--- src/common/sigma_bus_pkg.sv ---
package sigma_bus_pkg;

    // host bus geometry
    localparam int DATA_W = 32;
    localparam int ADDR_W = 32;
    localparam int BE_W   = DATA_W / 8;

    // address bit that steers a request to the SFR block
    localparam int SFR_BITSEL = 20;

    // data RAM size in words
    localparam int RAM_AW    = 10;
    localparam int RAM_WORDS = 2 ** RAM_AW;

endpackage

--- src/common/sigma_sfr_pkg.sv ---
package sigma_sfr_pkg;

    // interrupt line count
    localparam int IRQ_NUM_POW = 4;
    localparam int IRQ_NUM     = 2 ** IRQ_NUM_POW;

    // timer interrupt shares this external line
    localparam int TIMER_IRQ_LINE = 1;

    // low address bits decoded inside the SFR window
    localparam int SFR_AW = 8;

    // SFR byte offsets
    typedef enum logic [SFR_AW-1:0] {
        SFR_CORENUM      = 8'h00,
        SFR_CTRL         = 8'h04,
        SFR_IRQ_EN       = 8'h08,
        SFR_TIMER_PERIOD = 8'h0C,
        SFR_TIMER_VALUE  = 8'h10,
        SFR_SGI          = 8'h14
    } sfr_addr_e;

    // CTRL register bits
    localparam int CTRL_SW_RESET = 0;

endpackage

--- src/sfr/sfr.sv ---
`timescale 1ns/1ps

module sfr
#(
    parameter int core_num_p           = 0
    , parameter bit sw_reset_default_p = 1'b0
)
(
    input  logic                             clk_i
    , input  logic                           reset_i

    , input  logic                           req_i
    , input  logic                           we_i
    , input  logic [sigma_bus_pkg::ADDR_W-1:0] addr_i
    , input  logic [sigma_bus_pkg::DATA_W-1:0] wdata_i
    , output logic                           resp_o
    , output logic [sigma_bus_pkg::DATA_W-1:0] rdata_o

    , input  logic                           sw_reset_enb_i
    , input  logic                           sw_reset_set_i
    , input  logic                           sw_reset_autoclr_i
    , output logic                           core_reset_o

    , output logic [sigma_sfr_pkg::IRQ_NUM-1:0]     irq_en_o
    , output logic                                  irq_timer_o
    , output logic                                  sgi_req_o
    , output logic [sigma_sfr_pkg::IRQ_NUM_POW-1:0] sgi_code_o
);

    import sigma_bus_pkg::*;
    import sigma_sfr_pkg::*;

    logic              in_window;
    logic              wr;
    logic              ctrl_wr;
    logic              period_wr;
    logic              sgi_wr;
    logic              timer_wrap;
    logic              sw_reset_q;
    logic [DATA_W-1:0] period_q;
    logic [DATA_W-1:0] value_q;
    logic [DATA_W-1:0] rd_word;

    // offsets beyond the decoded low bits are unmapped
    assign in_window = (addr_i[SFR_BITSEL-1:SFR_AW] == '0);
    assign wr        = req_i & we_i & in_window;
    assign ctrl_wr   = wr && (addr_i[SFR_AW-1:0] == SFR_CTRL);
    assign period_wr = wr && (addr_i[SFR_AW-1:0] == SFR_TIMER_PERIOD);
    assign sgi_wr    = wr && (addr_i[SFR_AW-1:0] == SFR_SGI);

    always_comb
    begin
        rd_word = '0;
        if (in_window)
        begin
            case (addr_i[SFR_AW-1:0])
                SFR_CORENUM:      rd_word = DATA_W'(core_num_p);
                SFR_CTRL:         rd_word[CTRL_SW_RESET] = sw_reset_q;
                SFR_IRQ_EN:       rd_word[IRQ_NUM-1:0] = irq_en_o;
                SFR_TIMER_PERIOD: rd_word = period_q;
                SFR_TIMER_VALUE:  rd_word = value_q;
                default:          rd_word = '0;
            endcase
        end
    end

    always_ff @(posedge clk_i)
    begin
        if (req_i && !we_i)
        begin
            rdata_o <= rd_word;
        end
    end

    // software core reset
    always_ff @(posedge clk_i)
    begin
        if (reset_i)
        begin
            sw_reset_q <= sw_reset_default_p;
        end
        else if (ctrl_wr)
        begin
            sw_reset_q <= wdata_i[CTRL_SW_RESET];
        end
        else if (sw_reset_enb_i && sw_reset_set_i)
        begin
            sw_reset_q <= 1'b1;
        end
        else if (sw_reset_autoclr_i && sw_reset_q)
        begin
            sw_reset_q <= 1'b0;
        end
    end

    assign core_reset_o = reset_i | sw_reset_q;

    assign timer_wrap = (period_q != '0) && (value_q == period_q - 1'b1);

    always_ff @(posedge clk_i)
    begin
        if (reset_i)
        begin
            resp_o      <= 1'b0;
            irq_en_o    <= '0;
            period_q    <= '0;
            value_q     <= '0;
            irq_timer_o <= 1'b0;
            sgi_req_o   <= 1'b0;
        end
        else
        begin
            resp_o      <= req_i & ~we_i;
            sgi_req_o   <= sgi_wr;
            irq_timer_o <= timer_wrap & ~period_wr;
            if (wr && (addr_i[SFR_AW-1:0] == SFR_IRQ_EN))
            begin
                irq_en_o <= wdata_i[IRQ_NUM-1:0];
            end
            // new period restarts the count
            if (period_wr)
            begin
                period_q <= wdata_i;
                value_q  <= '0;
            end
            else if (timer_wrap)
            begin
                value_q <= '0;
            end
            else if (period_q != '0)
            begin
                value_q <= value_q + 1'b1;
            end
        end
    end

    always_ff @(posedge clk_i)
    begin
        if (sgi_wr)
        begin
            sgi_code_o <= wdata_i[IRQ_NUM_POW-1:0];
        end
    end

    // strobe drops unless another SGI write follows
    sgi_one_cycle_a : assert property (
        @(posedge clk_i) disable iff (reset_i)
        (sgi_req_o && !sgi_wr) |=> !sgi_req_o
    ) else $error("sgi_req_o held longer than one cycle");

endmodule

--- config.mk ---
export PLATFORM = sky130hd
export DESIGN_NAME = sfr
export DESIGN_NICKNAME = d
export VERILOG_FILES = /design/src/common/sigma_bus_pkg.sv /design/src/common/sigma_sfr_pkg.sv /design/src/sfr/sfr.sv
export SDC_FILE = /design/constraint.sdc
export NUM_CORES = 1
export LEC_CHECK = 0
export BUFFER_PORTS_ARGS = -buffer_cell sky130_fd_sc_hd__buf_2
export CORE_ASPECT_RATIO = 1.75
export CORE_MARGIN = 3
export CORE_UTILIZATION = 48
export CTS_CLUSTER_SIZE = 14
export DETAILED_ROUTE_END_ITERATION = 8
export HOLD_SLACK_MARGIN = 0.06
export PLACE_DENSITY = 0.81
export SYNTH_ARGS = -nofsm -noshare
export SYNTH_HDL_FRONTEND = slang
export SYNTH_SLANG_ARGS = --single-unit
--- constraint.sdc ---
create_clock -name clk_i -period 9.4 [get_ports clk_i]
set_input_delay 0.94 -clock clk_i [delete_from_list [all_inputs] [get_ports clk_i]]
set_output_delay 0.94 -clock clk_i [all_outputs]
set_load 0.03 [all_outputs]
* Word level (Yosys, flattened, before mapping)
Cells that the tools add are included.
Operators by class: muxes and demuxes 6, equality and inequality tests 6, reduce and logical (&&, ||, !) cells 13, add/subtract/negate cells 2, bitwise operators 7
Operator list (count):
- 15-bit one-hot mux with 3 select lines | 1
- 32-bit by 1-bit adder with 32-bit output, second input constant | 1
- 32-bit == test | 1
- 16-bit one-hot mux with 2 select lines | 1
- 32-bit nonzero test | 1
- 32-bit by 1-bit subtractor with 32-bit output, second input constant | 1
- 8-bit by 4-bit == test with 1-bit output, second input constant | 2
- 8-bit by 5-bit == test with 1-bit output, second input constant | 2
- 12-bit zero test | 1
- 8-bit by 3-bit == test with 1-bit output, second input constant | 1
- 1-bit logical AND | 8
- 1-bit AND | 4
- 1-bit one-hot mux with 4 select lines | 1
- 1-bit two-way mux | 3
- 3-bit nonzero test | 1
- 3-bit OR reduction | 1
- 1-bit NOT | 2
- 1-bit zero test | 1
- 1-bit OR | 1
Storage, ports and cells: output and inout port bits 56, word-level logic and storage cells 43, register bits 120, input bits 71

* Longest topological paths before layout
word-level depth 5, mapped depth 12, mapped depth without buffers 9

* Least setup slack after synthesis
OpenSTA, ideal clock, no wires.
kind register -> register, from register period_q[0], to register value_q[21], library setup time 0.135 ns, data required time 9.265 ns, slack 6.009 ns, stages on the path, launching flop included 13, path buffers 3, data arrival time 3.256 ns, period minus slack after synthesis 3.391 ns, cells stage by stage dfxtp_1 inv_1 ha_1 buf_4 or3b_2 or3_1 buf_2 or4_4 a2111oi_4 nand4_2 nor4_4 buf_6 nor3_2
On the way: cells in the longest elaborated chain, start to end 4, elaborated cells on any way between the ends 5, classes of those cells add/sub (1); eq/ne (1); reduce/logical (3)
Ends and longest elaborated chain:
- start: declaration | RTL line sfr.sv:40 | logic [DATA_W-1:0] period_q;
- start signal: assignment | RTL line sfr.sv:123 | period_q <= wdata_i;
- 32-bit by 1-bit subtractor with 32-bit output | RTL line sfr.sv:98 | assign timer_wrap = (period_q != '0) && (value_q == period_q - 1'b1);
- 32-bit == test | RTL line sfr.sv:98
- 1-bit logical AND | RTL line sfr.sv:98
- 3-bit OR reduction (no line)
- end signal: assignment | RTL line sfr.sv:132 | value_q <= value_q + 1'b1;
- end: declaration | RTL line sfr.sv:41 | logic [DATA_W-1:0] value_q;
Parallel ways exist; a longest one is shown, timed or not. A chain may end at the register's enable or synchronous reset.

* Worst setup path in the final report
from input port addr_i[0] in the netlist's numbering, to register value_q[29]
On the way: cells in the longest elaborated chain, start to end 3
Ends and longest elaborated chain:
- start: declaration | RTL line sfr.sv:14 | , input logic [sigma_bus_pkg::ADDR_W-1:0] addr_i
- 8-bit by 4-bit == test with 1-bit output | RTL line sfr.sv:48 | assign period_wr = wr && (addr_i[SFR_AW-1:0] == SFR_TIMER_PERIOD);
- 1-bit logical AND | RTL line sfr.sv:48
- 3-bit OR reduction (no line)
Every way passes these cells.

==> out/qor.csv <==
stage;metric;value;unit
status;outcome;complete, no violations;
power_and_ir_drop;peakVddDrop;0.000120;V
hold_path;hold_class;flop to flop;
hold_path;hold_depth;2;
floorplan;ios;127;
job;cap_viol_max_count;0;
floorplan;initial_utilization;49.6;%
timing;setup_tns;0;ns
final_layout;drive_gt1_share;23.0;%
yosys;yosysSeqAreaShare;42.4;%
power_and_ir_drop;clkPwrFrac;52.7;%
yosys;synth-edff-count;36;
timing;holdWs;0.468;ns
timing;period_share;41.2;%
cts;root_buffer;clkbuf_16;
timing;rsz0062_at_grt;false;
yosys;synth_seq_cells;120;
global_routing;grt_pass1_wl;29.5;mm
worst_setup_path;reg2reg_depth;10;
yosys;avgSynthCellArea;8.73;µm²
cts;cts_hold_buf;0;
timing;slew_violations;0;
worst_setup_path;endpoint_kind;flop;
worst_setup_path;worst_ep_required_time;9.69;ns
cts;ctsLongestPathBuffers;2;
yosys;syn-instance-count;747;
route;vias;6034;
final_layout;nets;904;
final_layout;fin_cells;1015;
placed_design;gp_congestion;0.974;
final_layout;fillers;1153;
timing;tightest_slew;1.26;ns
timing;period_minus_slack;3.87;ns
cts;cts_buffers;17;
power_and_ir_drop;swShare;21.1;%
floorplan;die_y;160;µm
final_layout;multi_input_area;3460;µm²
worst_setup_path;worstPathMaxFanout;33;
route;postRouteWirelength;19.0;mm
route;vias_per_cell;5.94;
route;drc;0;
floorplan;core_area;13100;µm²
route;drt_iter0_drc;406;
power_and_ir_drop;power_frac_seq;43.8;%
global_routing;grtUsageTotal;25.5;%
yosys;synth_ff_type;dfxtp_1;
route;antenna_left;0;
power_and_ir_drop;p_sw;259;µW
route;wl_per_cell;18.7;µm
cts;clk_latency;0.41;ns
final_layout;n_antenna_cell;0;
route;dr.pass1.iters;5;
cts;clkTransAtPathRegs;0.05;ns
timing;max_freq;0.258;GHz
power_and_ir_drop;intPower;968;µW
power_and_ir_drop;p_leak;0.00297;µW
global_routing;grt_start_max_net_pins;54;
global_routing;antenna_found_initial;0;
cts;post_cts_resized;0;
placed_design;portBuffers;114;
cts;cts.sinks;120;
worst_setup_path;start_kind;input pin;
cts;cts_max_level;4;
power_and_ir_drop;power_density;160;nW/µm²
cts;postCtsSetupRepairBufs;0;
yosys;yosysWarnings;0;
timing;skew;0.00842;ns
floorplan;die_x;94.1;µm
timing;setup_violations;0;
worst_setup_path;worstSetupPathType;input pin to flop;
power_and_ir_drop;power;1230;µW
floorplan;design.die.area;15100;µm²
timing;relSlewSlack;16.2;%
placed_design;dp_hpwl;13.8;mm
global_routing;grt_overflow;0;
global_routing;grt_pass1_vias;5736;
worst_setup_path;worstPathArrival;4.16;ns
final_layout;area_growth;18.0;%
yosys;async_flop_share;0;%
yosys;netlist-cell-type-count;67;
timing;hold_violations;0;
yosys;syn_nets;820;
yosys;syn-cell-area;6520;µm²
cts;cts_tree;yes;
power_and_ir_drop;combinationalPowerShare;3.5;%
placed_design;post-place-cells;983;
final_layout;final-seq-area;2760;µm²
floorplan;rows;55;
## per-layer routing
| metal | vias up | wire length, µm | GRT usage [%] | share of wire, % |
|---|---|---|---|---|
| li1 | 2868 | - | - | - |
| met1 | 2838 | 6550 | 25.9 | 35 |
| met2 | 255 | 10300 | 46.3 | 54 |
| met3 | 73 | 758 | 3.39 | 4.0 |
| met4 | 0 | 1370 | 18.1 | 7.2 |
| met5 | - | 0 | 0 | 0 |
## power groups by stage
stage	sequential [µW]	combinational (µW)	clock, µW
6_report	538	42.7	646
5_1_grt	538	46.0	675
4_1_cts	538	42.9	651
3_5_place_dp	549	42.8	0
3_3_place_gp	549	42.6	0
2_1_floorplan	559	12.8	0
## Yosys cell counts, types with 6 or more instances
library cell	n	area share, %
edfxtp_1	36	17
xnor2_1	29	3.9
mux2_2	18	3.1
nand2_1	116	6.7
clkbuf_1	41	2.4
a21oi_1	51	3.9
and4_1	8	1.1
nor4_1	20	1.9
or3_1	6	0.58
nor2b_1	6	0.58
xor2_1	38	5.1
nor3_2	9	1.4
nor2_1	54	3.1
nand4_1	16	1.5
dfxtp_1	84	26
or4_1	12	1.4
inv_1	11	0.63
nand3_1	22	1.7
and3_1	10	0.96
nor3_1	53	4.1
a22oi_1	32	3.7
## placed cells by master, fill, tap and decap left out, types with 4 or more instances in the layout
cell	count
nor4_1	20
or4_1	12
nor2b_1	5
xor2_1	38
inv_1	11
clkbuf_16	17
a21oi_1	51
and3_1	10
edfxtp_1	36
nand3_1	22
buf_4	8
or3_1	6
dfxtp_1	84
nor3_1	53
a22oi_1	32
xnor2_1	29
mux2_2	18
nand4_1	16
nor2_1	53
buf_2	114
nor3_2	9
and4_1	8
nand2_1	116
o21ai_0	4
## layout make-up
cell class                 count  area share, %
clock inverter                12           1.95
sequential                   120           35.9
inverter                      11          0.537
multi-input combinational    559           44.9
tap                          171           2.78
timing repair buffer         122           8.20
clock buffer                  20           5.68
## metrics by stage
stage | setup WS, ns | util (%) | instance area, µm²
after floorplan | 6.01 | - | 6520
after global placement | 5.19 | 54.1 | 7110
after detailed placement | 5.16 | 54.1 | 7110
after CTS | 5.60 | 58.5 | 7690
after global routing | 5.32 | 58.5 | 7690
final | 5.53 | 58.5 | 7690
## worst max-delay path: stages
cell	delay (ns)
buf_2	0.09
or4_1	0.53
nor2_1	0.14
and4b_1	0.70
nand2_1	0.81
nand2b_1	0.28
buf_4	0.41
o21bai_1	0.19
nor2_2	0.04
## cell families (layout without fill, tap and decap cells)
logic type | count (synthesis) | count (layout) | share of synthesized area (%)
AOI/OAI and AO/OA | 116 | 116 | 12.0
xor gates and xnor gates | 67 | 67 | 9.00
adders and majority gates | 2 | 2 | 0.384
buffers and inverters | 68 | 165 | 4.78
DFF | 120 | 120 | 42.4
muxes | 20 | 20 | 3.42
and+or+nand+nor | 354 | 354 | 28.1
## worst paths after layout
check | from | to | slack [ns]
worst max-delay path | addr_i[0] | value_q[29] | 5.53
worst min-delay path | irq_en_o[2] | irq_en_o[2] | 0.47
worst max register to register | period_q[1] | value_q[12] | 5.60
worst min register to register | irq_en_o[2] | irq_en_o[2] | 0.47
## registers in the layout, summed over array words and instances, names as in the netlist
| name | flops |
|---|---|
| resp_o | 1 |
| sgi_code_o | 4 |
| sw_reset_q | 1 |
| sgi_req_o | 1 |
| irq_timer_o | 1 |
| rdata_o | 32 |
| period_q | 32 |
| irq_en_o | 16 |
| value_q | 32 |
(Power assumes the default switching activity.)
