==> config.mk <==
export PLATFORM = sky130hd
export DESIGN_NAME = bus_decoder
export DESIGN_NICKNAME = d
export VERILOG_FILES = /design/src/common/sigma_bus_pkg.sv /design/src/logic/bus_decoder.sv
export SDC_FILE = /design/constraint.sdc
export NUM_CORES = 1
export LEC_CHECK = 0
export BUFFER_PORTS_ARGS = -buffer_cell sky130_fd_sc_hd__buf_2
export CORE_UTILIZATION = 23
export DETAILED_ROUTE_END_ITERATION = 12
export PLACE_DENSITY = 0.88
export SYNTH_ARGS = -nofsm -noshare
export SYNTH_HDL_FRONTEND = slang
export SYNTH_SLANG_ARGS = --single-unit
==> constraint.sdc <==
create_clock -name clk_i -period 1 [get_ports clk_i]
set_input_delay 0.05 -clock clk_i [delete_from_list [all_inputs] [get_ports clk_i]]
set_output_delay 0.05 -clock clk_i [all_outputs]
set_load 0.02 [all_outputs]
==> src/common/sigma_bus_pkg.sv <==
package sigma_bus_pkg;

    // host bus geometry
    localparam int DATA_W = 32;
    localparam int ADDR_W = 32;
    localparam int BE_W   = DATA_W / 8;

    // address bit that steers a request to the SFR block
    localparam int SFR_BITSEL = 20;

    // data RAM size in words
    localparam int RAM_AW    = 10;
    localparam int RAM_WORDS = 2 ** RAM_AW;

endpackage

==> src/logic/bus_decoder.sv <==
`timescale 1ns/1ps

module bus_decoder
(
    input  logic                             clk_i
    , input  logic                           reset_i

    , input  logic                           host_req_i
    , input  logic                           host_we_i
    , input  logic [sigma_bus_pkg::ADDR_W-1:0] host_addr_i
    , output logic                           host_ack_o
    , output logic                           host_resp_o
    , output logic [sigma_bus_pkg::DATA_W-1:0] host_rdata_o

    , output logic                           ram_req_o
    , input  logic                           ram_resp_i
    , input  logic [sigma_bus_pkg::DATA_W-1:0] ram_rdata_i

    , output logic                           sfr_req_o
    , input  logic                           sfr_resp_i
    , input  logic [sigma_bus_pkg::DATA_W-1:0] sfr_rdata_i
);

    import sigma_bus_pkg::*;

    logic sel_sfr;
    logic rd_sfr_q;

    assign sel_sfr = host_addr_i[SFR_BITSEL];

    // single master, both targets always ready
    assign host_ack_o = host_req_i;

    assign ram_req_o = host_req_i & ~sel_sfr;
    assign sfr_req_o = host_req_i & sel_sfr;

    // remember where the last read went
    always_ff @(posedge clk_i)
    begin
        if (reset_i)
        begin
            rd_sfr_q <= 1'b0;
        end
        else if (host_req_i && !host_we_i)
        begin
            rd_sfr_q <= sel_sfr;
        end
    end

    assign host_resp_o  = ram_resp_i | sfr_resp_i;
    assign host_rdata_o = rd_sfr_q ? sfr_rdata_i : ram_rdata_i;

    // one read outstanding per cycle, so targets never answer together
    resp_exclusive_a : assert property (
        @(posedge clk_i) disable iff (reset_i)
        !(ram_resp_i && sfr_resp_i)
    ) else $error("RAM and SFR responded in the same cycle");

endmodule

Word level (Yosys, flattened, before mapping):

Cells that the tools add are included.

* logic and storage cells: 8
* output and inout bits: 36
* flip-flop bits (word level): 1

* muxes and demuxes: 1
* reductions and logical operators: 2
* bitwise logic cells: 4

Operators by type and width (number)
* 32-bit two-way mux: 1
* 1-bit AND: 2
* 1-bit logical AND: 1
* 1-bit zero test: 1
* 1-bit inverter: 1
* 1-bit OR: 1

Logic depth before layout (Yosys ltp):

Gate-level depths: netlist of the first run.

* depth in word-level cells: 2
* gate-level depth with buffers: 3
* gate-level depth less buffers: 2

Least setup slack after synthesis of the first run:

No wires, ideal clock.

* path type: reg2out
* from: register rd_sfr_q
* to: output port host_rdata_o[0] in the netlist's numbering
* setup slack: 0.040 ns
* path buffers: 2
* data arrival time: 0.910 ns
* stages on the path, launching flop included: 4
* cells stage by stage: dfxtp_1 -> buf_6 -> buf_12 -> mux2_4

* cells in the longest elaborated chain, start to end: 1

Ends and longest elaborated chain
* from (decl): RTL line bus_decoder.sv:27 `logic rd_sfr_q;`
* from (signal assigned): RTL line bus_decoder.sv:46 `rd_sfr_q <= sel_sfr;`
* 32-bit two-way mux: RTL line bus_decoder.sv:51 `assign host_rdata_o = rd_sfr_q ? sfr_rdata_i : ram_rdata_i;`
* to (decl): RTL line bus_decoder.sv:13 `, output logic [sigma_bus_pkg::DATA_W-1:0] host_rdata_o`

No other way between the ends.

Worst setup path in the final report of the first run:

* from: register rd_sfr_q
* to: output port host_rdata_o[20] in the netlist's numbering

The elaborated chain is that of the path after synthesis.

==> results of run 1 <==
power by group through the flow:
stage | logic (mW) | clock network (mW) | registers (mW)
floorplan | 0.378 | 0 | 0.0434
global placement | 0.585 | 0 | 0.0460
detailed placement | 0.596 | 0 | 0.0462
CTS | 0.605 | 0 | 0.0445
global route | 0.698 | 0 | 0.0446
finish | 0.658 | 0 | 0.0444
per-layer routing:
layer	global-route usage (%)	share of wire, %
met5	0	0
met4	0	0
met3	1.13	13
met2	20.0	55
met1	8.93	33
per-stage QoR:
stage	cell area (sq um)	power [mW]
final	1250	0.702
after global routing	1250	0.742
after CTS	1160	0.650
after detailed placement	1150	0.642
after global placement	1150	0.631
after floorplan	619	0.422
worst min-delay path, cell delays in order:
cell and delay, ps:
buf_2 80, nand2b_1 90, o21ai_1 50
placed cells by master (no fill, tap or decap):
cell type / n
buf_2: 91
mux2_4: 30
buf_6: 15
nor2b_1: 2
mux2_2: 2
buf_12: 2
and2_1: 1
or2_2: 1
nand2b_1: 1
nand4bb_1: 1
o21ai_1: 1
dfxtp_4: 1
kinds of logic (layout without fill, tap and decap cells):
group                  after synthesis  in the layout  synth area share, %
and+or+nand+nor                      6              6                 6.87
muxes                               32             32                 76.4
AOI/OAI and AO/OA                    1              1                0.807
buffers and inverters                5            108                 12.7
DFF                                  1              1                 3.23
worst max path at each step:
stage                           from               end  slack (ps)  depth (start not counted)
2_1_floorplan  rd_sfr_q$_SDFFE_PP0P_   host_rdata_o[0]          40                          3
3_3_place_gp   rd_sfr_q$_SDFFE_PP0P_  host_rdata_o[26]         -70                          3
3_5_place_dp   rd_sfr_q$_SDFFE_PP0P_  host_rdata_o[26]         -80                          3
4_1_cts        rd_sfr_q$_SDFFE_PP0P_  host_rdata_o[26]         -70                          3
5_1_grt        rd_sfr_q$_SDFFE_PP0P_  host_rdata_o[20]         -90                          3
6_report       rd_sfr_q$_SDFFE_PP0P_  host_rdata_o[20]         -70                          3
final cells by class:
type,instances,area [sq um],area share [%]
timing repair buffer,108,664,53.3
sequential,1,23.8,1.91
tap,30,37.5,3.01
multi-input combinational,39,520,41.8
repair_timing:
action	CTS	global route
buffers inserted	0	0
resized for setup	5	26
pin swaps	0	0
endpoints found under the setup margin	32	32
cloned	0	0
==> results.py, run 1 <==
metrics = {
    "power": {
        "p_int_mw": 0.421,
        "switchingPower_mw": 0.281,
        "powerDensity_mw_per_mm2": 563,
        "pwr-share-comb_pct": 93.7,
        "power_frac_seq_pct": 6.3,
        "ir_drop_mv": 0.345,
        "p_leak_nw": 0.708,
        "p_sw_share_pct": 40.0,
        "clkPwrFrac_pct": 0,
    },
    "worst_hold_path": {
        "holdCritStartpoint": "reset_i",
        "hold_path_depth": 3,
        "hold_end": "rd_sfr_q$_SDFFE_PP0P_",
        "holdCritPathClass": "in -> reg",
    },
    "worst_setup_path": {
        "crit_arrival_ps": 1020,
        "path_max_fanout": 20,
        "crit_buf_inv": 2,
        "regToRegSetupSlack_ps": 260,
        "reg2reg_from": "rd_sfr_q$_SDFFE_PP0P_",
        "r2r_end": "rd_sfr_q$_SDFFE_PP0P_",
        "ff2ff_path_depth": 3,
        "end_kind": "primary output",
        "critical_path_required_ps": 950,
        "startpoint_type": "flip-flop",
        "crit_chain": "buf_12, mux2_4, buf_2",
        "slowest_delay_ps": 350,
        "slowest_stage": "dfxtp_4",
        "critPathKind": "reg -> out",
        "critPathTopFamily": "flip-flops",
    },
    "timing": {
        "fin_crit_sh_pct": 107,
        "fin_worst_skew_ps": 0,
        "fin_crit_ps": 1070,
        "slew_viol_final": 0,
        "fin_setup_tns_ps": -1070,
        "slew_headroom_pct": 90.1,
        "final.setup.worst_slack_ps": -67.8,
        "clock.fmax_ghz": 0.936,
        "whs_ps": 311,
        "worst_pin_slew_ps": 149,
        "rsz0062_at_grt": "true",
        "finalHoldViolCount": 0,
        "finalSetupViolCount": 27,
    },
    "synthesis": {
        "yosysUniqueCellTypes": 12,
        "synth_ff_type": "dfxtp_1",
        "synth_common_cells": "mux2_4 (30), buf_12 (3), mux2_2 (2), nor2b_1 (2)",
        "yosys_warnings": 0,
        "synth_area_leaders": "mux2_4 (73%), buf_12 (9.7%), mux2_2 (3.6%)",
        "yosysTopAreaCell": "mux2_4",
        "ys_ff_latch": 1,
        "syn_nets": 147,
        "synth_area_per_cell_sq_um": 13.8,
        "yosysSeqAreaShare_pct": 3.23,
        "synth.top_cell.area_share_pct": 72.7,
        "synth_edf_count": 0,
        "synthesis.area_sq_um": 619,
        "synthArstFlopShare_pct": 0,
        "syn_inst": 45,
        "yosys.cell_count.top_type": "mux2_4",
    },
    "routing": {
        "drtPass1Iterations": 2,
        "drt_wl_total_um": 1930,
        "via_count": 752,
        "wl_per_cell_um": 10.8,
        "ant_nets": 0,
        "vias_per_cell": 4.22,
        "drc": 0,
        "drtIter0Drc": 3,
    },
    "grt": {
        "grt_pass1_vias": 571,
        "overflow": 0,
        "antenna_found_initial": 0,
        "grt_max_degree": 21,
        "grt_usage_pct": 9.01,
        "grt_pass1_wl_um": 2040,
    },
    "layout": {
        "final_util_pct": 49.8,
        "final.fill_count": 237,
        "drive_gt1_share_pct": 95.9,
        "regMostFlops": "rd_sfr_q",
        "num_antenna_cells": 0,
        "area_delta_synth_final_pct": 101,
        "final_nets": 252,
        "largestRegisters": "rd_sfr_q x1",
        "final_cells": 178,
        "largest_reg_flops": 1,
    },
    "cts": {
        "clock_latency_ps": 0,
        "path_clk_slew_ps": 0,
        "ctsHoldBuffers": 0,
    },
    "placed_design": {
        "gp_congestion": 0.680,
        "dp_slack_ps": -79.5,
        "dp_cells": 178,
        "portBuffers": 106,
    },
    "floorplanning": {
        "fp.dieH_um": 53.9,
        "core_sq_mm": 0.00250,
        "initial_core_util_pct": 24.8,
        "die_w_um": 53.9,
        "io_pins": 138,
        "dieArea_sq_mm": 0.00290,
        "rows": 18,
    },
    "flow_run": {
        "maxCapViolCount": 0,
    },
    "status": {
        "failed_checks": "negative setup slack",
        "status": "complete, but fails checks",
    },
}
Note: power is estimated with default switching activity, not from simulation.
==> run 2, diff against run 1 <==
- ABC_AREA: unset -> 1
==> run 2 against run 1 <==
Flip-flop and latch count is the same. Combinational power shrank 2%. The flow now finishes without violations. Synthesized area grew 1.0%. Setup slack gained 120 ps. Synthesized cell count grew to 2.6 times the previous value. Power shrank 0.76%. Worst hold slack lost 26 ps. Clock skew is the same. Sequential share of layout area grew 0.10 points.
==> results.py, run 2 <==
metrics = {
    "synthesis": {
        "yosysUniqueCellTypes": 13,
        "yosysSeqAreaShare_pct": 3.20,
        "ys_ff_latch": 1,
        "synth_area_leaders": "o21ai_2 (28%), inv_1 (22%), nand2_1 (20%)",
        "synth_edf_count": 0,
        "synth_ff_type": "dfxtp_1",
        "synthArstFlopShare_pct": 0,
        "synth_area_per_cell_sq_um": 5.35,
        "yosysTopAreaCell": "o21ai_2",
        "synth_common_cells": "inv_1 (37), nand2_1 (34), o21ai_2 (20)",
        "synth.top_cell.area_share_pct": 28.0,
        "yosys.cell_count.top_type": "inv_1",
        "yosys_warnings": 0,
        "syn_nets": 219,
        "syn_inst": 117,
        "synthesis.area_sq_um": 626,
    },
    "worst_setup_path": {
        "critPathKind": "reg -> out",
        "path_max_fanout": 21,
        "startpoint_type": "flip-flop",
        "reg2reg_from": "rd_sfr_q$_SDFFE_PP0P_",
        "ff2ff_path_depth": 3,
        "regToRegSetupSlack_ps": 190,
        "r2r_end": "rd_sfr_q$_SDFFE_PP0P_",
        "slowest_stage": "dfxtp_4",
        "crit_start": "rd_sfr_q$_SDFFE_PP0P_",
        "slowest_delay_ps": 350,
        "end_kind": "primary output",
        "crit_arrival_ps": 890,
        "crit_chain": "clkbuf_16, o21ai_0, buf_2",
        "critical_path_required_ps": 950,
        "setup.worst_path.end": "host_rdata_o[23]",
    },
    "timing": {
        "rsz0062_at_grt": "false",
        "fin_setup_tns_ps": 0,
        "fin_crit_ps": 943,
        "clock.fmax_ghz": 1.06,
        "fin_crit_sh_pct": 94.3,
        "finalSetupViolCount": 0,
        "finalHoldViolCount": 0,
        "slew_viol_final": 0,
        "final.setup.worst_slack_ps": 56.8,
        "slew_headroom_pct": 91.0,
        "whs_ps": 285,
        "fin_worst_skew_ps": 0,
        "worst_pin_slew_ps": 134,
    },
    "power": {
        "p_leak_nw": 0.775,
        "ir_drop_mv": 0.324,
        "powerDensity_mw_per_mm2": 589,
        "power.total_mw": 0.697,
    },
    "grt": {
        "grt_usage_pct": 9.49,
        "grt_pass1_wl_um": 2230,
        "grt_max_degree": 44,
        "grt_pass1_vias": 612,
        "antenna_found_initial": 0,
        "overflow": 0,
    },
    "placed_design": {
        "dp_cells": 247,
        "dpl_cell_area_sq_mm": 0.00115,
        "portBuffers": 106,
        "hpwl_um": 1550,
        "gp_congestion": 0.675,
        "dp_slack_ps": 32.5,
    },
    "layout": {
        "regMostFlops": "rd_sfr_q",
        "finalInstanceArea_sq_mm": 0.00118,
        "area_delta_synth_final_pct": 89.0,
        "largest_reg_flops": 1,
        "final_cell_mix": "buf_2 (106), inv_1 (37), nand2_1 (34)",
        "final_nets": 322,
        "final_cells": 248,
        "drive_gt1_share_pct": 60.1,
        "largestRegisters": "rd_sfr_q x1",
        "mostFrequentLayoutCell": "buf_2",
        "final_util_pct": 46.9,
        "num_antenna_cells": 0,
    },
    "routing": {
        "drtPass1Iterations": 2,
        "drc": 0,
        "drt_wl_total_um": 1820,
        "vias_per_cell": 4.10,
        "via_count": 1016,
        "wl_per_cell_um": 7.32,
        "drtIter0Drc": 1,
        "ant_nets": 0,
    },
    "status": {
        "status": "complete, no violations",
    },
    "floorplanning": {
        "core_sq_mm": 0.00252,
        "fp.dieH_um": 54.2,
        "initial_core_util_pct": 24.8,
        "rows": 18,
        "io_pins": 138,
        "dieArea_sq_mm": 0.00293,
        "die_w_um": 54.2,
    },
    "cts": {
        "clock_latency_ps": 0,
        "path_clk_slew_ps": 0,
        "ctsHoldBuffers": 0,
    },
    "flow_run": {
        "maxCapViolCount": 0,
    },
    "worst_hold_path": {
        "holdCritPathClass": "in -> reg",
    },
}
[run 2: kinds of logic (layout without fill, tap and decap cells)]
logic type | count (synthesis) | in the layout | synth area share, %
buffers and inverters | 45 | 146 | 35.0
AND/OR/NAND/NOR | 38 | 38 | 23.4
AO/OA/AOI/OAI | 33 | 33 | 38.4
flip-flops | 1 | 1 | 3.20
[run 2: routing by layer]
metal  wire length, um  vias to the layer above  share of wire (%)  global-route usage (%)
met4                 0                        0                  0                       0
met2               925                       61                 51                    21.3
met1               636                      404                 35                    9.67
met5                 0                        -                  0                       0
li1                  -                      551                  -                       -
met3               253                        0                 14                   0.282
[run 2: where the power goes]
group | switching (mW) | total, mW | internal [mW]
sequential | 0.00598 | 0.0488 | 0.0428
combinational | 0.361 | 0.648 | 0.286
clock | 0 | 0 | 0
[run 2: worst min path at each step]
stage                               start                    end  slack [ps]  cells past startpoint
final                             reset_i  rd_sfr_q$_SDFFE_PP0P_         280                      4
after global routing              reset_i  rd_sfr_q$_SDFFE_PP0P_         310                      4
after floorplan           host_addr_i[20]              ram_req_o         180                      1
after detailed placement          reset_i  rd_sfr_q$_SDFFE_PP0P_         290                      4
after CTS                         reset_i  rd_sfr_q$_SDFFE_PP0P_         290                      4
after global placement            reset_i  rd_sfr_q$_SDFFE_PP0P_         280                      4
[run 2: cell type report]
| type | count | area (sq um) |
|---|---|---|
| fillers | 265 | 1340 |
| multi-input cells | 71 | 387 |
| repair buffers | 109 | 596 |
| flip-flops and latches | 1 | 23.8 |
| inverters | 37 | 139 |
| well taps | 30 | 37.5 |
[run 2: critical path, delay by kind of cell, from the launching register on]
family	cells	cell delay [ps]
AOI/OAI and AO/OA	1	170
DFF	1	350
buffers and inverters	2	380
[run 2: what timing repair did]
item	4_1_cts	5_1_grt
buffers inserted	0	0
endpoints found under the setup margin	0	18
resized for setup	0	4
