File: src/common/sigma_sfr_pkg.sv
package sigma_sfr_pkg;

    // interrupt line count
    localparam int IRQ_NUM_POW = 4;
    localparam int IRQ_NUM     = 2 ** IRQ_NUM_POW;

    // timer interrupt shares this external line
    localparam int TIMER_IRQ_LINE = 1;

    // low address bits decoded inside the SFR window
    localparam int SFR_AW = 8;

    // SFR byte offsets
    typedef enum logic [SFR_AW-1:0] {
        SFR_CORENUM      = 8'h00,
        SFR_CTRL         = 8'h04,
        SFR_IRQ_EN       = 8'h08,
        SFR_TIMER_PERIOD = 8'h0C,
        SFR_TIMER_VALUE  = 8'h10,
        SFR_SGI          = 8'h14
    } sfr_addr_e;

    // CTRL register bits
    localparam int CTRL_SW_RESET = 0;

endpackage

File: src/sfr/irq_adapter.sv
`timescale 1ns/1ps

module irq_adapter
(
    input  logic                                    clk_i
    , input  logic                                  reset_i

    , input  logic [sigma_sfr_pkg::IRQ_NUM-1:0]     irq_lines_i
    , input  logic [sigma_sfr_pkg::IRQ_NUM-1:0]     irq_en_i
    , input  logic                                  irq_timer_i
    , input  logic                                  sgi_req_i
    , input  logic [sigma_sfr_pkg::IRQ_NUM_POW-1:0] sgi_code_i

    , output logic                                  irq_req_o
    , output logic [sigma_sfr_pkg::IRQ_NUM_POW-1:0] irq_code_o
    , input  logic                                  irq_ack_i
);

    import sigma_sfr_pkg::*;

    logic [IRQ_NUM-1:0]     lines_eff;
    logic [IRQ_NUM-1:0]     lines_q;
    logic [IRQ_NUM-1:0]     pending_q;
    logic [IRQ_NUM-1:0]     set_vec;
    logic [IRQ_NUM-1:0]     clr_vec;
    logic [IRQ_NUM_POW-1:0] lowest;
    logic [IRQ_NUM_POW-1:0] code_q;
    logic                   held_q;
    logic                   taken;

    // timer shares its line with the external input
    assign lines_eff = (irq_lines_i | (IRQ_NUM'(irq_timer_i) << TIMER_IRQ_LINE)) & irq_en_i;

    always_comb
    begin
        set_vec = lines_eff & ~lines_q;
        if (sgi_req_i)
        begin
            set_vec[sgi_code_i] = 1'b1;
        end
    end

    // scan downwards so the lowest index wins
    always_comb
    begin
        lowest = '0;
        for (int i = IRQ_NUM - 1; i >= 0; i--)
        begin
            if (pending_q[i])
            begin
                lowest = IRQ_NUM_POW'(i);
            end
        end
    end

    assign irq_req_o  = |pending_q;
    assign irq_code_o = held_q ? code_q : lowest;
    assign taken      = irq_req_o & irq_ack_i;

    always_comb
    begin
        clr_vec = '0;
        if (taken)
        begin
            clr_vec[irq_code_o] = 1'b1;
        end
    end

    always_ff @(posedge clk_i)
    begin
        if (reset_i)
        begin
            lines_q   <= '0;
            pending_q <= '0;
            held_q    <= 1'b0;
            code_q    <= '0;
        end
        else
        begin
            lines_q   <= lines_eff;
            pending_q <= (pending_q & ~clr_vec) | set_vec;
            // freeze the offered code until the core takes it
            held_q    <= irq_req_o & ~irq_ack_i;
            code_q    <= irq_code_o;
        end
    end

    code_stable_a : assert property (
        @(posedge clk_i) disable iff (reset_i)
        (irq_req_o && !irq_ack_i) |=> $stable(irq_code_o)
    ) else $error("irq_code_o changed before acknowledge");

endmodule

File: config.mk
export PLATFORM = sky130hd
export DESIGN_NAME = irq_adapter
export DESIGN_NICKNAME = d
export VERILOG_FILES = /design/src/common/sigma_sfr_pkg.sv /design/src/sfr/irq_adapter.sv
export SDC_FILE = /design/constraint.sdc
export NUM_CORES = 1
export LEC_CHECK = 0
export BUFFER_PORTS_ARGS = -buffer_cell sky130_fd_sc_hd__buf_2
export CAP_MARGIN = 20
export CORE_UTILIZATION = 41
export DETAILED_ROUTE_END_ITERATION = 7
export HOLD_SLACK_MARGIN = 0.15
export SLEW_MARGIN = 0
export SYNTH_ARGS = -nofsm -noshare
export SYNTH_HDL_FRONTEND = slang
export SYNTH_SLANG_ARGS = --single-unit
File: constraint.sdc
create_clock -name clk_i -period 2 [get_ports clk_i]
set_input_delay 0.3 -clock clk_i [delete_from_list [all_inputs] [get_ports clk_i]]
set_output_delay 0.3 -clock clk_i [all_outputs]
set_load 0.005 [all_outputs]
# [Word-level counts from Yosys, hierarchy flattened]
# Index checks and enable logic that the tools add are counted.
[word_totals] romBits=0 reg_bits=37 wordCells=45 latch_bits=0 mem_count=0 ram_bits=0
[op_classes] mul=0 n_reduce_logical=3 bitwise=11 n_shift=0 muxes=23 addsub=0 n_lt_le_gt_ge=4 n_div=0 n_eq_ne=0
[ops] op="$mux W4" n=17
[ops] op="$and A16 B16 Y16" n=3
[ops] op="$mux W16" n=2
[ops] op="$not A16 Y16" n=2
[ops] op="$or A16 B16 Y16" n=2
[ops] op="$or A16 B2 Y16" n=1
[ops] op="$reduce_or A16 Y1" n=1
[ops] op="$lt A4 B5 Y1 const B" n=2
[ops] op="$demux W1 S4" n=2
[ops] op="$ge A4 B1 Y1 const B" n=2
[ops] op="$and A1 B1 Y1" n=2
[ops] op="$logic_and A1 B1 Y1" n=2
[ops] op="$mux W1" n=2
[ops] op="$not A1 Y1" n=1

# [Longest topological paths before layout]
# Gate-level depths: netlist of run 1.
[depth] ltp_word=25 mapped_depth=7 mapped_depth_nobuf=6

# [Least setup slack after synthesis of run 1]
# Ideal clock, no wire load.
[synth_path] path_kind="register -> register" start="register pending_q[3]" end="register pending_q[10]" path_stages_with_launch=6 setup_slack_ns=0.253 arrival_ns=1.606 path_cell_list="dfxtp_1 or4_4 o31ai_1 nand3_1 nor3_1 a311oi_1"
[synth_between] elab_chain_len=13 word_cells_on_any_way=16 cone_classes="order compare (2); mux (8); bitwise (4); reduce/logical (2)"
[synth_rtl] item="start: declaration" line="irq_adapter.sv:23" rtl="logic [IRQ_NUM-1:0] pending_q;"
[synth_rtl] item="start signal: assignment" line="irq_adapter.sv:81" rtl="pending_q <= (pending_q & ~clr_vec) | set_vec;"
[synth_rtl] item="$mux W4 (4 in series)" line="irq_adapter.sv:49" rtl="if (pending_q[i])"
[synth_rtl] item="$mux W4" line="irq_adapter.sv:57" rtl="assign irq_code_o = held_q ? code_q : lowest;"
[synth_rtl] item="$lt A4 B5 Y1 (implied by the code) / $ge A4 B1 Y1 (equally long branches)" line="irq_adapter.sv:65" rtl="clr_vec[irq_code_o] = 1'b1;"
[synth_rtl] item="$logic_and A1 B1 Y1 (implied by the code)" line="irq_adapter.sv:65"
[synth_rtl] item="$mux W1 (implied by the code)" line="irq_adapter.sv:65"
[synth_rtl] item="$demux W1 S4" line="irq_adapter.sv:65"
[synth_rtl] item="$mux W16 *" line="irq_adapter.sv:63" rtl="if (taken)"
[synth_rtl] item="$not A16 Y16 *" line="irq_adapter.sv:81"
[synth_rtl] item="$and A16 B16 Y16 *" line="irq_adapter.sv:81"
[synth_rtl] item="$or A16 B16 Y16 *" line="irq_adapter.sv:81"
# Every way passes the cells marked *; elsewhere a longest branch is shown, timed or not.
# A chain may end at the register's enable or synchronous reset.

# [Worst setup path in the final report of run 1]
[layout_path] start="register pending_q[6]" end="output port irq_code_o[2] (netlist name)"
[layout_between] elab_chain_len=8
[layout_rtl] item="$mux W4 (7 in series)" line="irq_adapter.sv:49"
[layout_rtl] item="$mux W4" line="irq_adapter.sv:57"
[layout_rtl] item="end: declaration" line="irq_adapter.sv:15" rtl=", output logic [sigma_sfr_pkg::IRQ_NUM_POW-1:0] irq_code_o"
# Every way passes these cells.

==> impl_metrics.toml, run 1 <==
[run_status]
status = "finished, violations left"
violations = "negative setup slack"

[power]
power_density_nw_per_um2 = 914.5
power_frac_clock_pct = 31.6
power.ir.vdd_worst_v = 0.0004224
comb_power_share_pct = 28.3
switching_share_pct = 30.21
p_seq_share_pct = 40.1
p_leak_nw = 0.9408
p_int_w = 0.001478
netSwitchingPower_w = 0.0006399

[cells_and_area]
most-common-layout-cells = "sky130_fd_sc_hd__nor2_1 (53), sky130_fd_sc_hd__buf_2 (44), sky130_fd_sc_hd__dfxtp_1 (27)"
layout.cells.non_filler = 312
antenna_cells = 0
num-nets-final = 304
post-route-cell-area_um2 = 2316
syn_to_final_growth_pct = 38.13
layout-drive-gt1-share_pct = 37.50
final_common_cell = "sky130_fd_sc_hd__nor2_1"

[clock_tree]
clkSlewWorstSetupHoldPaths_ns = 0.08
number_of_hold_repair_buffers_added_at_the_cts_stage = 0
cts_root_buffer = "sky130_fd_sc_hd__clkbuf_8"
worstSkewPairLatency_ns = 0.29
number_of_clock_buffers_inserted_by_tritoncts = 5
htree_num_levels = 2
tritoncts = "done"
cts-root-to-sink-buffers = 2
cts_num_sinks = 37

[yosys]
postSynthRegisterBits = 37
post_synth_instance_area_um2 = 1677
post_synth_edffs = 0
syn_inst = 205
synth_top_cells_by_area = "sky130_fd_sc_hd__dfxtp_1 (44%), sky130_fd_sc_hd__nor2_1 (12%), sky130_fd_sc_hd__a311oi_1 (8.4%), sky130_fd_sc_hd__o22ai_1 (4.5%), sky130_fd_sc_hd__nand2_1 (3.8%)"
synth_area_per_cell_um2 = 8.179
seq_area_frac_synth_pct = 44.18
synth_warnings = 0
yosysTopAreaCellShare_pct = 44.18
synth.largest_area_cell = "sky130_fd_sc_hd__dfxtp_1"
synth.lib_cells_used.distinct = 38
primary_ff_master_synth = "sky130_fd_sc_hd__dfxtp_1"
post_synth_net_total = 246
postSynth.asyncResetShare_pct = 0

[sta]
report.final.hold_viol_count = 0
final_min_period_over_clock_period_pct = 103.3
fin_worst_skew_ns = 0.006812
period_minus_slack_ns = 2.065
totalNegativeSetupSlack_ns = -0.08723
layout_setup_ws_ns = -0.06543
setup_viol = 3
max_freq_ghz = 0.4842
grt_setup_unrepaired = "true"
relSlewSlack_pct = 52.58
worst_slew_pin_slew_ns = 0.7113
final_max_slew_viol_count = 0

[min_path]
worst_hold_path.endpoint = "held_q"
min-delay-start = "irq_ack_i"
worst_hold_path_type = "input port to flop"
min_path_cells = 2

[global_routing]
first_global_vias = 1517
grtUsageTotal_pct = 23.09
wire_length_of_the_first_global_routing_pass_mm = 7.603
grt_antenna_before_repair = 0
grt_start_max_net_pins = 38
gr-total-overflow = 0

[flow_run]
timing.max_cap.violations = 0

[die]
die_h_um = 65.95
core_area_um2 = 3799
placement_rows = 22
pin_count = 46
floorplan.die.width_um = 65.95
floorplan.initialDensity_pct = 44.14
fp.dieArea_um2 = 4349

[placed_design]
instance_count_after_placement_with_tap_cells_included = 301
placedInstanceArea_um2 = 2002
buffers_on_ports = 45
place_hpwl_mm = 3.262
gpl.final_weighted_congestion = 0.8171

[worst_setup_path]
critical_path.reg2reg.startpoint = "pending_q[10]"
regToRegSetupSlack_ns = 0.05
r2r.worst_path.cells = 6
worst_ep_arrival_time_ns = 1.77
cp-end-kind = "primary output"
timing.setup.critical_path_class = "flop to primary output"
timing.critical_path.required_ns = 1.70
crit_fanout = 4
worst_setup_path_start_kind = "flop"
r2r_endpoint = "pending_q[12]"

[detailed_routing]
wl_mm = 4.733
detail_route.iter0.violations = 126
drt_drc_violations_left = 0
routed_via_density = 5.583
number_of_nets_with_antenna_violations_after_detailed_routing = 0
route.vias.total = 1742
routedWlPerCell_um = 15.17
detail_route.first_pass.iterations = 4
## layout make-up
| cell class | instances | area (um^2) |
|---|---|---|
| Inverter | 5 | 22.52 |
| Clock inverter | 1 | 30.03 |
| Clock buffer | 7 | 86.33 |
| Tap cell | 48 | 60.06 |
| Multi-Input combinational cell | 156 | 1017 |
| Fill cell | 343 | 1483 |
| Timing Repair Buffer | 58 | 344.1 |
| Sequential cell | 37 | 755.7 |
## logic make-up (layout without fill, tap and decap cells)
logic type | count (synthesis) | count (layout) | share of synthesized area (%)
AOI/OAI and AO/OA | 50 | 50 | 22.91
buffers and inverters | 12 | 71 | 3.208
DFF | 37 | 37 | 44.18
muxes | 1 | 1 | 0.5970
and+or+nand+nor | 105 | 105 | 29.10
## synth_stat cells (2+ instances only)
master	n
sky130_fd_sc_hd__nor2_1	53
sky130_fd_sc_hd__dfxtp_1	37
sky130_fd_sc_hd__nand2_1	17
sky130_fd_sc_hd__a311oi_1	16
sky130_fd_sc_hd__o22ai_1	12
sky130_fd_sc_hd__nor3_1	7
sky130_fd_sc_hd__nand3_1	6
sky130_fd_sc_hd__a21oi_1	4
sky130_fd_sc_hd__nor4_1	4
sky130_fd_sc_hd__o32ai_1	4
sky130_fd_sc_hd__buf_1	3
sky130_fd_sc_hd__inv_1	3
sky130_fd_sc_hd__nand2b_1	3
sky130_fd_sc_hd__nor2b_1	3
sky130_fd_sc_hd__clkbuf_1	2
sky130_fd_sc_hd__nor3b_1	2
sky130_fd_sc_hd__o21ai_0	2
sky130_fd_sc_hd__o31a_1	2
sky130_fd_sc_hd__o31ai_1	2
sky130_fd_sc_hd__o41a_1	2
sky130_fd_sc_hd__o41ai_1	2
sky130_fd_sc_hd__or2_2	2
sky130_fd_sc_hd__or4_4	2
## how the worst max path moves through the flow
stage	from	end	slack, ns
4_1_cts	pending_q[6]	irq_code_o[2]	-0.006
3_3_place_gp	pending_q[3]	pending_q[11]	0.14
5_1_grt	pending_q[6]	irq_code_o[2]	-0.12
2_1_floorplan	pending_q[3]	pending_q[10]	0.25
3_5_place_dp	pending_q[3]	pending_q[11]	0.11
6_report	pending_q[6]	irq_code_o[2]	-0.07
## layer usage
metal  part of all wire (%)  vias up  global-route usage (%)
li1                       -      882                       -
met1                     47      794                   30.94
met2                     46       59                   36.86
met3                    4.8        7                   4.138
met4                    1.7        0                   8.245
met5                      0        -                       0
## what timing repair did
action,4_1_cts,5_1_grt
buffers inserted,5,0
pin swaps,5,10
setup endpoints to repair,4,20
gates resized for setup,19,22
## metrics by stage
| step | util [%] | setup slack [ns] | total power (W) | hold slack, ns |
|---|---|---|---|---|
| floorplan | - | 0.2534 | 0.001144 | 0.3761 |
| global placement | 52.70 | 0.1372 | 0.001323 | 0.5034 |
| detailed placement | 52.70 | 0.1057 | 0.001324 | 0.5046 |
| CTS | 58.76 | -0.005824 | 0.002063 | 0.2039 |
| global route | 60.97 | -0.1217 | 0.002230 | 0.2311 |
| finish | 60.97 | -0.06543 | 0.002118 | 0.2403 |
## registers in the layout (all words and copies together) (netlist names)
name	flops
code_q	4
held_q	1
pending_q	16
lines_q	16
## critical path: stages, from the launching register on
cell and delay, ns:
sky130_fd_sc_hd__dfxtp_4 0.36, sky130_fd_sc_hd__or4_4 0.58, sky130_fd_sc_hd__a211oi_2 0.21, sky130_fd_sc_hd__or2_4 0.19
sky130_fd_sc_hd__inv_4 0.04, sky130_fd_sc_hd__buf_6 0.10
## power groups by stage
stage	Sequential [W]	Clock [W]	Combinational, W
global route	0.000856	0.000722	0.000652
finish	0.000849	0.000670	0.000599
global placement	0.000854	0	0.000469
detailed placement	0.000855	0	0.000469
CTS	0.000841	0.000682	0.000539
floorplan	0.000843	0	0.000301
(Power assumes the default switching activity.)
==> run 2: changes to the inputs <==
SETUP_SLACK_MARGIN = 0.4   (was default)
==> impl_metrics.toml, run 2 (synthesis gave the netlist of run 1 again) <==
[placed_design]
detailedPlace.worstSlack_ns = 0.1236
place_hpwl_mm = 3.248
buffers_on_ports = 45
gpl.final_weighted_congestion = 0.8297

[sta]
grt_setup_unrepaired = "true"
max_freq_ghz = 0.5002
period_minus_slack_ns = 1.999
fin_worst_skew_ns = 0.006164
totalNegativeSetupSlack_ns = 0
relSlewSlack_pct = 47.89
report.final.hold_viol_count = 0
final_min_period_over_clock_period_pct = 99.97
setup_viol = 0
layout_setup_ws_ns = 0.0006821
final_max_slew_viol_count = 0
worst_slew_pin_slew_ns = 0.7750

[clock_tree]
number_of_hold_repair_buffers_added_at_the_cts_stage = 0
worstSkewPairLatency_ns = 0.29
htree_num_levels = 2
cts_root_buffer = "sky130_fd_sc_hd__clkbuf_8"
clkSlewWorstSetupHoldPaths_ns = 0.07
cts-root-to-sink-buffers = 2
cts_num_sinks = 37
tritoncts = "done"
number_of_clock_buffers_inserted_by_tritoncts = 5

[detailed_routing]
routed_via_density = 5.761
detail_route.iter0.violations = 183
wl_mm = 5.110
routedWlPerCell_um = 16.07
drt_drc_violations_left = 0
number_of_nets_with_antenna_violations_after_detailed_routing = 0
route.vias.total = 1832
detail_route.first_pass.iterations = 4

[global_routing]
grtUsageTotal_pct = 24.61
grt_start_max_net_pins = 38
gr-total-overflow = 0
first_global_vias = 1656
wire_length_of_the_first_global_routing_pass_mm = 7.990
grt_antenna_before_repair = 0

[flow_run]
timing.max_cap.violations = 0

[min_path]
worst_hold_path_type = "input port to flop"

[cells_and_area]
num-nets-final = 311
most-common-layout-cells = "sky130_fd_sc_hd__nor2_1 (52), sky130_fd_sc_hd__buf_2 (44), sky130_fd_sc_hd__dfxtp_1 (25)"
largest_registers = "lines_q: 16 flops, pending_q: 16 flops, code_q: 4 flops"
antenna_cells = 0
final_common_cell = "sky130_fd_sc_hd__nor2_1"
layout-drive-gt1-share_pct = 43.33
syn_to_final_growth_pct = 47.61

[worst_setup_path]
worst_setup_path_start_kind = "flop"
dominant_cell_type_by_count_on_the_critical_path = "sky130_fd_sc_hd__buf_6"
cpMaxStageDelayCell = "sky130_fd_sc_hd__o41a_1"
crit_fanout = 4
cp_cell_sequence = "buf_6 -> buf_6 -> nor4_4 -> o31a_1 -> o41a_1 -> nor2_1 -> buf_2"
timing.setup.critical_path_class = "flop to primary output"
timing.critical_path.required_ns = 1.70
worst_ep_arrival_time_ns = 1.70
cp-end-kind = "primary output"
max_stage_delay_ns = 0.44

[power]
p_leak_nw = 0.9886
p_seq_share_pct = 40.6
power_frac_clock_pct = 25.5
comb_power_share_pct = 33.9
p_int_w = 0.001399
power_density_nw_per_um2 = 847.3
switching_share_pct = 33.30
netSwitchingPower_w = 0.0006983
power.ir.vdd_worst_v = 0.0005457

[run_status]
status = "completed"

[die]
fp.dieArea_um2 = 4349
die_h_um = 65.95
placement_rows = 22
floorplan.initialDensity_pct = 44.14
floorplan.die.width_um = 65.95
pin_count = 46
core_area_um2 = 3799
[run 2: cell types whose count changed in the layout (fill, tap and decap cells not counted), moves of 4 or more]
cell / before / now
sky130_fd_sc_hd__dfxtp_4: 1 / 5
sky130_fd_sc_hd__a311oi_2: 3 / 8
sky130_fd_sc_hd__buf_4: 9 / 15
sky130_fd_sc_hd__a311oi_1: 13 / 8
[run 2: area by class of cell]
type                    count  area, um^2
repair buffers             65       400.4
multi-input cells         156        1131
flip-flops and latches     37       768.2
clock buffers               7       86.33
inverters                   5       28.78
well taps                  48       60.06
fillers                   316        1324
[run 2: power by group through the flow]
stage               Combinational, W  Clock, W  Sequential [W]
floorplan                   0.000325         0        0.000844
global placement            0.000470         0        0.000854
detailed placement          0.000468         0        0.000855
CTS                         0.000620  0.000541        0.000845
global route                0.000763  0.000576        0.000858
finish                      0.000711  0.000534        0.000851
[run 2: metrics by stage]
step / utilization [%] / instance area [um^2] / std cells / total power [W] / hold slack (ns)
6_report: 65.15 / 2475 / 318 / 0.002097 / 0.2461
5_1_grt: 65.15 / 2475 / 318 / 0.002197 / 0.2486
4_1_cts: 61.56 / 2338 / 315 / 0.002006 / 0.2426
3_5_place_dp: 52.96 / 2012 / 299 / 0.001323 / 0.5045
3_3_place_gp: 52.96 / 2012 / 299 / 0.001324 / 0.5085
2_1_floorplan: - / 1708 / 205 / 0.001169 / 0.3761
[run 2: final timing paths]
path                               startpoint             to  slack [ns]  cells after the start
worst max-delay path             pending_q[6]  irq_code_o[1]      0.0007                      7
worst min-delay path                irq_ack_i         held_q        0.25                      2
worst max register to register   pending_q[6]   pending_q[3]        0.06                      6
worst min register to register  pending_q[13]  pending_q[13]        0.53                      2
[run 2: repair_timing]
item                                    CTS  global route
buffers inserted                          9             3
endpoints found under the setup margin   22            24
gates resized for setup                  33            24
pin swaps                                19            18
hold endpoints to repair                  0             0
[run 2: layer usage]
metal  GRT usage, %  up-vias  share of wire [%]
met2          41.45       65                 50
li1               -      896                  -
met1          30.73      864                 43
met5              0        -                  0
met4          8.245        0                1.3
met3          5.517        7                5.7
[run 2: critical path: cells and delay by family, from the launching register on]
family / cells / cell delay [ns]
compound gates: 2 / 0.58
flops: 1 / 0.35
buf+inv: 3 / 0.33
simple gates: 2 / 0.15
